**config.mk**
```make
export PLATFORM = sky130hd
export DESIGN_NAME = audioPwmTop
export DESIGN_NICKNAME = d
export VERILOG_FILES = /design/src/audioClockPkg.sv /design/src/audioDataPkg.sv /design/src/audioResetGen.sv /design/src/sampleScaler.sv /design/src/pwmModulator.sv /design/src/audioPwmTop.sv
export SDC_FILE = /design/constraint.sdc
export NUM_CORES = 1
export LEC_CHECK = 0
export BUFFER_PORTS_ARGS = -buffer_cell sky130_fd_sc_hd__buf_2
export CORE_ASPECT_RATIO = 0.6
export CORE_MARGIN = 2
export CORE_UTILIZATION = 55
export CTS_CLUSTER_DIAMETER = 80
export DETAILED_ROUTE_END_ITERATION = 8
export GPL_ROUTABILITY_DRIVEN = 0
export PLACE_DENSITY = 0.76
export SYNTH_ARGS = -nofsm -noshare
export SYNTH_HDL_FRONTEND = slang
export SYNTH_SLANG_ARGS = --single-unit
```
**constraint.sdc**
```tcl
create_clock -name wAudioClk -period 3.31 [get_ports wAudioClk]
set_input_delay 0.1655 -clock wAudioClk [delete_from_list [all_inputs] [get_ports wAudioClk]]
set_output_delay 0.1655 -clock wAudioClk [all_outputs]
set_load 0.01 [all_outputs]
```
**src/audioClockPkg.sv**
```systemverilog
/*
  Constants for the audio clock domain reset sequencing
  Lock is taken as a plain level, already synchronous to wAudioClk
  lockSettleCycles must be at least 2 and must fit in settleCount
*/
`default_nettype none

package audioClockPkg;

    //--------------------------------------------------
    // Lock settling
    //--------------------------------------------------

    // Consecutive locked cycles before the domain is released
    localparam int lockSettleCycles = 16;

    // Counter width, holds lockSettleCycles itself
    localparam int settleBits = 5;
    typedef logic [settleBits-1:0] settleCount;

    // Reset sequencer states
    typedef enum logic [1:0]
    {
        held,
        settling,
        running
    } resetState;

endpackage

`default_nettype wire

```
**src/audioDataPkg.sv**
```systemverilog
/*
  Audio sample, gain and PWM duty definitions
  Samples are signed PCM, duty is offset binary
  Volume is a linear gain in sixteenths, 0 mutes
  One PWM frame is 2**dutyBits cycles of wAudioClk
*/
`default_nettype none

package audioDataPkg;

    //--------------------------------------------------
    // Widths
    //--------------------------------------------------
    localparam int sampleBits  = 16;
    localparam int volumeBits  = 4;
    localparam int dutyBits    = 8;
    // Sample times zero-extended volume
    localparam int productBits = sampleBits + volumeBits + 1;
    // Gain is in sixteenths
    localparam int volumeShift = 4;

    typedef logic signed [sampleBits-1:0]  sampleWord;
    typedef logic [volumeBits-1:0]         volumeLevel;
    typedef logic [dutyBits-1:0]           dutyCode;
    typedef logic [dutyBits-1:0]           frameCount;
    typedef logic signed [productBits-1:0] scaleProduct;

    // Mid-scale duty, zero output level
    localparam dutyCode silenceDuty = 8'd128;

    //--------------------------------------------------
    // Scaler to modulator beat
    //--------------------------------------------------
    typedef struct packed
    {
        // High cycles per frame
        dutyCode duty;
        // One-cycle pulse on a new duty
        logic    fresh;
    } dutyBeat;

endpackage

`default_nettype wire

```
**src/audioResetGen.sv**
```systemverilog
/*
  Lock-qualified reset for the audio domain
  pllLocked is expected synchronous to wAudioClk
  audioRst rises one edge after reset or a lock drop is seen
  and falls only after lockSettleCycles clean locked cycles
*/
`default_nettype none

module audioResetGen
(
    input  wire logic wAudioClk,
    input  wire logic reset,
    input  wire logic pllLocked,
    output logic      audioRst,
    output logic      audioReady
);

    audioClockPkg::resetState  state;
    audioClockPkg::settleCount lockCount;

    //--------------------------------------------------
    // Settling sequencer
    //--------------------------------------------------
    always_ff @(posedge wAudioClk)
    begin
        // Any dirty cycle restarts the whole sequence
        if (reset || !pllLocked)
        begin
            state      <= audioClockPkg::held;
            lockCount  <= '0;
            audioRst   <= 1'b1;
            audioReady <= 1'b0;
        end
        else
        begin
            case (state)
                audioClockPkg::held:
                begin
                    // First clean cycle just completed
                    state     <= audioClockPkg::settling;
                    lockCount <= audioClockPkg::settleCount'(1);
                end
                audioClockPkg::settling:
                begin
                    // Last settling cycle, release on this edge
                    if (lockCount == audioClockPkg::settleCount'(
                            audioClockPkg::lockSettleCycles - 1))
                    begin
                        state      <= audioClockPkg::running;
                        lockCount  <= audioClockPkg::settleCount'(
                                          audioClockPkg::lockSettleCycles);
                        audioRst   <= 1'b0;
                        audioReady <= 1'b1;
                    end
                    else
                    begin
                        lockCount <= lockCount + 1'b1;
                    end
                end
                audioClockPkg::running:
                begin
                    // Stay released while lock holds
                    audioRst   <= 1'b0;
                    audioReady <= 1'b1;
                end
                default:
                begin
                    state <= audioClockPkg::held;
                end
            endcase
        end
    end

endmodule

`default_nettype wire

```
**src/sampleScaler.sv**
```systemverilog
/*
  Volume scaler and duty converter
  sampleData and volume are sampled together on sampleValid
  Scaling floors toward minus infinity, then the top byte
  is turned into an offset-binary PWM duty
  beat follows sampleValid by one cycle
*/
`default_nettype none

module sampleScaler
(
    input  wire logic                     wAudioClk,
    input  wire logic                     audioRst,
    input  wire logic                     sampleValid,
    input  wire audioDataPkg::sampleWord  sampleData,
    input  wire audioDataPkg::volumeLevel volume,
    output audioDataPkg::dutyBeat         beat
);

    audioDataPkg::scaleProduct product;
    audioDataPkg::sampleWord   scaled;
    audioDataPkg::dutyCode     codeBits;
    audioDataPkg::dutyCode     dutyNext;

    //--------------------------------------------------
    // Gain and duty mapping
    //--------------------------------------------------

    // Volume is unsigned, widen with a zero sign bit
    assign product = sampleData * $signed({1'b0, volume});

    // Arithmetic shift gives the floor of product / 16
    assign scaled = audioDataPkg::sampleWord'(product >>> audioDataPkg::volumeShift);

    // Top byte of the scaled sample
    assign codeBits = scaled[audioDataPkg::sampleBits-1 -: audioDataPkg::dutyBits];

    // Two's complement to offset binary
    // 0x80 becomes 0, 0x00 becomes 128, 0x7F becomes 255
    assign dutyNext = {~codeBits[audioDataPkg::dutyBits-1],
                       codeBits[audioDataPkg::dutyBits-2:0]};

    //--------------------------------------------------
    // Output beat
    //--------------------------------------------------
    always_ff @(posedge wAudioClk)
    begin
        if (audioRst)
        begin
            // Park at mid-scale
            beat.duty  <= audioDataPkg::silenceDuty;
            beat.fresh <= 1'b0;
        end
        else
        begin
            // Fresh pulse mirrors the strobe one cycle later
            beat.fresh <= sampleValid;
            if (sampleValid)
            begin
                beat.duty <= dutyNext;
            end
        end
    end

endmodule

`default_nettype wire

```
**src/pwmModulator.sv**
```systemverilog
/*
  Single-pin PWM modulator
  Frame is 256 cycles, duty reloads only at frame start
  sampleRequest and pwmOut come from the same register stage,
  so each output frame starts on a request pulse
  Both outputs are forced low while audioRst is high
  A newer beat simply overwrites the pending duty
*/
`default_nettype none

module pwmModulator
(
    input  wire logic                  wAudioClk,
    input  wire logic                  audioRst,
    input  wire audioDataPkg::dutyBeat beat,
    output logic                       pwmOut,
    output logic                       sampleRequest
);

    audioDataPkg::frameCount framePos;
    audioDataPkg::dutyCode   pendingDuty;
    audioDataPkg::dutyCode   activeDuty;
    audioDataPkg::dutyCode   frameDuty;
    logic                    frameStart;
    // Registered pin and request before the reset gate
    logic                    pwmBit;
    logic                    requestBit;

    //--------------------------------------------------
    // Frame position decode
    //--------------------------------------------------
    assign frameStart = (framePos == '0);

    // At position 0 the active copy is not loaded yet
    assign frameDuty = frameStart ? pendingDuty : activeDuty;

    //--------------------------------------------------
    // Pending duty
    //--------------------------------------------------
    always_ff @(posedge wAudioClk)
    begin
        if (audioRst)
        begin
            // Silence until the first beat
            pendingDuty <= audioDataPkg::silenceDuty;
        end
        else if (beat.fresh)
        begin
            pendingDuty <= beat.duty;
        end
    end

    //--------------------------------------------------
    // Active duty, copied once per frame
    //--------------------------------------------------
    always_ff @(posedge wAudioClk)
    begin
        if (frameStart)
        begin
            activeDuty <= pendingDuty;
        end
    end

    //--------------------------------------------------
    // Frame counter and outputs
    //--------------------------------------------------
    always_ff @(posedge wAudioClk)
    begin
        if (audioRst)
        begin
            // Counter parked at frame start
            framePos   <= '0;
            requestBit <= 1'b0;
            pwmBit     <= 1'b0;
        end
        else
        begin
            // Wraps from 255 back to 0
            framePos   <= framePos + 1'b1;
            // One request per frame
            requestBit <= frameStart;
            // High for exactly frameDuty cycles
            pwmBit     <= (framePos < frameDuty);
        end
    end

    // Pin drops on the same edge that raises audioRst
    assign pwmOut        = pwmBit & ~audioRst;
    assign sampleRequest = requestBit & ~audioRst;

endmodule

`default_nettype wire

```
**src/audioPwmTop.sv**
```systemverilog
/*
  Audio PWM path top level
  pllLocked stands in for the clock manager lock output
  The sample source answers each sampleRequest with one
  sampleValid strobe before the next request
  A strobed sample sets the high time of the next frame
*/
`default_nettype none

module audioPwmTop
(
    input  wire logic                     wAudioClk,
    input  wire logic                     reset,
    input  wire logic                     pllLocked,
    input  wire logic                     sampleValid,
    input  wire audioDataPkg::sampleWord  sampleData,
    input  wire audioDataPkg::volumeLevel volume,
    output logic                          pwmOut,
    output logic                          sampleRequest,
    output logic                          audioReady
);

    // Domain reset from the lock qualifier
    logic                  audioRst;
    // Duty handoff, scaler to modulator
    audioDataPkg::dutyBeat beat;

    //--------------------------------------------------
    // Reset generation
    //--------------------------------------------------
    audioResetGen resetGen
    (
        .wAudioClk  (wAudioClk),
        .reset      (reset),
        .pllLocked  (pllLocked),
        .audioRst   (audioRst),
        .audioReady (audioReady)
    );

    //--------------------------------------------------
    // Sample scaling
    //--------------------------------------------------
    sampleScaler scaler
    (
        .wAudioClk   (wAudioClk),
        .audioRst    (audioRst),
        .sampleValid (sampleValid),
        .sampleData  (sampleData),
        .volume      (volume),
        .beat        (beat)
    );

    //--------------------------------------------------
    // PWM output
    //--------------------------------------------------
    pwmModulator modulator
    (
        .wAudioClk     (wAudioClk),
        .audioRst      (audioRst),
        .beat          (beat),
        .pwmOut        (pwmOut),
        .sampleRequest (sampleRequest)
    );

endmodule

`default_nettype wire

```
==> results.json <==
{
  "hold_viol": 0,
  "core_area_mm2": 0.00682,
  "synth_top_cell_by_area": "dfxtp_1",
  "synth_compound_area_share_pct": 11.3,
  "setup.worst_path.start": "sampleData[11]",
  "dr_total_vias": 3338,
  "yosys.area_share.simple_pct": 20.6,
  "final_cell_mix": "inv_1, buf_4, and2_1, dfxtp_1, ha_1",
  "drtIter0Drc": 174,
  "synth_top_family_by_area": "adder cells",
  "timing.fmax_mhz": 310,
  "die_area_mm2": 0.00792,
  "cp-end-kind": "register",
  "cts.clk_slew.worst_paths_ns": 0.06,
  "io_pins": 27,
  "ff2ff_path_depth": 10,
  "post-route-period-util_pct": 97.3,
  "synthXorXnorAreaFrac_pct": 2.65,
  "drive_above_1_share_pct": 21.1,
  "grt_pass1_vias": 3260,
  "final_nets": 633,
  "cts.sink_count": 44,
  "postSynthAreaPerCell_um2": 8.57,
  "setup_viol": 0,
  "dr.pass1.iters": 5,
  "cellLeakagePower_nw": 2.33,
  "synthTopCellsByArea": "dfxtp_1, fa_1, ha_1",
  "vdd_ir_drop_max_mv": 0.183,
  "hpwl_mm": 7.13,
  "finalClockSkew_ns": 0.00647,
  "numPortBuffers": 26,
  "yosysSeqAreaShare_pct": 22.2,
  "worstSkewPairLatency_ns": 0.28,
  "avgRoutedWirePerCell_um": 14.5,
  "hold_end": "scaler.beat[8]",
  "synthAdderAreaFrac_pct": 30.2,
  "slew_viol_final": 0,
  "synth-edff-count": 0,
  "critPathKind": "input pin to register",
  "max_cap_viol_count": 0,
  "ys_types": 50,
  "r2r_slack_ns": 0.50,
  "final_area_mm2": 0.00482,
  "finalCriticalPeriod_ns": 3.22,
  "antenna_found_initial": 0,
  "cts_tree": "done",
  "cts_max_path_buffers": 2,
  "worstPathMaxFanout": 4,
  "numCtsBuffers": 5,
  "final_common_cell": "inv_1",
  "placed_area_mm2": 0.00457,
  "regToRegEndpoint": "modulator.pwmBit",
  "reg2reg_from": "modulator.framePos[0]",
  "routed_wl_mm": 8.98,
  "antennaDiodeCount": 0,
  "ys_warn_count": 0,
  "grt_use_total_pct": 24.2,
  "status": "complete, no violations",
  "slew_headroom_pct": 67.5,
  "finalPower_mw": 1.88,
  "syn_area_mm2": 0.00396,
  "synth-seq-cells": 44,
  "start_util_pct": 58.1,
  "post-place-ws_ns": -0.263,
  "root_buffer": "clkbuf_16",
  "async_flop_share_pct": 0,
  "tightest_slew_ns": 0.486,
  "worst_ep_arrival_time_ns": 3.40,
  "num_rows": 23,
  "yosysTopAreaCellShare_pct": 22.2,
  "start_kind": "input pin",
  "fin_ws_ns": 0.0888,
  "synth.mux.area_fraction_pct": 4.33,
  "hold_depth": 3,
  "grt_max_degree": 29,
  "area_growth_pct": 21.7,
  "ys.flop_type": "dfxtp_1",
  "grt-ovfl-total": 0,
  "die_w_um": 114,
  "critical_path_required_ns": 3.48,
  "die_y_um": 69.7,
  "ant_nets": 0,
  "netlist_instances": 462,
  "vias_per_cell": 5.39,
  "min_from": "sampleValid",
  "powerDensity_mw_per_mm2": 390,
  "remaining_drc_errors": 0,
  "grt_pass1_wl_mm": 15.4,
  "syn-num-nets": 563,
  "hold_path_class": "input pin to register",
  "h-tree-depth": 2
}
## what timing repair did
action                                  4_1_cts  5_1_grt
buffers inserted                              0        3
pin swaps                                     0       12
cloned                                        0        0
endpoints found under the setup margin        1        6
hold buffers                                  0        0
resized for setup                             1       25
hold endpoints to repair                      0        0
## area by class of cell
class / count / area (um2)
repair buffers: 75 / 510
multi-input cells: 327 / 2890
clock inverters: 1 / 5.00
flip-flops and latches: 44 / 881
fillers: 510 / 2000
well taps: 87 / 109
inverters: 79 / 297
clock buffers: 6 / 129
## flip-flops by register name (all words and copies together) (netlist names)
| register | flops |
|---|---|
| resetGen.audioRst | 1 |
| resetGen.state | 2 |
| modulator.framePos | 8 |
| resetGen.lockCount | 5 |
| scaler.beat | 9 |
| modulator.pwmBit | 1 |
| modulator.activeDuty | 8 |
| modulator.pendingDuty | 8 |
| resetGen.audioReady | 1 |
| modulator.requestBit | 1 |
## power breakdown
part | leakage [nW] | internal (mW) | switching, mW
registers | 0.355 | 0.531 | 0.00138
clock network | 0.0667 | 0.274 | 0.184
logic | 1.91 | 0.425 | 0.465
## worst max-delay path, stage by stage
cell and delay (ns):
buf_2 0.11, and2_1 0.15, ha_1 0.28, inv_1 0.05, fa_1 0.54, inv_1 0.06, fa_1 0.54, ha_2 0.31
a21oi_4 0.19, o21ai_0 0.13, a31oi_2 0.22, a21oi_2 0.08, or3_1 0.30, a32o_1 0.25
## kinds of logic after synthesis
family	Yosys count
simple gates	155
buf+inv	91
fa+ha+maj	77
compound gates	66
flops	44
mux	17
xor+xnor	12
## per-stage QoR
stage | utilization [%] | instances | TNS [ns] | hold slack (ns)
after floorplan | - | 462 | -0.0447 | 0.320
after global placement | 67.0 | 609 | -1.10 | 0.432
after detailed placement | 67.0 | 609 | -1.42 | 0.437
after CTS | 69.0 | 616 | 0 | 0.261
after global routing | 70.6 | 619 | -0.0339 | 0.301
final | 70.6 | 619 | 0 | 0.273
## routing by layer
layer | global-route usage (%) | wire length (um) | vias to the layer above
met5 | 0 | 0 | -
met4 | 4.07 | 55 | 0
met3 | 5.77 | 552 | 9
met2 | 34.2 | 3760 | 89
met1 | 37.8 | 4610 | 1588
li1 | - | - | 1652
## cells in the mapped netlist, types with 2 or more instances
cell type and instances:
mux2i_1 16, a211oi_1 2, nand2_1 29, ha_1 46, and2_1 47, o21bai_1 2, nor2_1 34, fa_1 31
dfxtp_1 44, clkbuf_1 11, o311ai_0 2, inv_1 79, nand3_1 11, xnor2_1 6, o21ai_0 8, a21oi_1 21
nand2b_1 5, and3_1 6, o211ai_1 3, nand4_1 3, xor2_1 6, o22ai_1 2, a31oi_1 2, nor3_1 4
a21o_1 7, a22oi_1 2, o211a_1 2, nor2b_1 5, a211o_1 3, o2111a_1 2, or3_1 2
## worst max-delay path by stage
stage                endpoint  slack (ns)
3_5_place_dp   scaler.beat[7]       -0.26
5_1_grt        scaler.beat[5]       -0.03
4_1_cts        scaler.beat[3]        0.03
3_3_place_gp   scaler.beat[7]       -0.21
6_report       scaler.beat[7]        0.09
2_1_floorplan  scaler.beat[7]       -0.04
No activity file was read; power rests on OpenSTA's default activity.
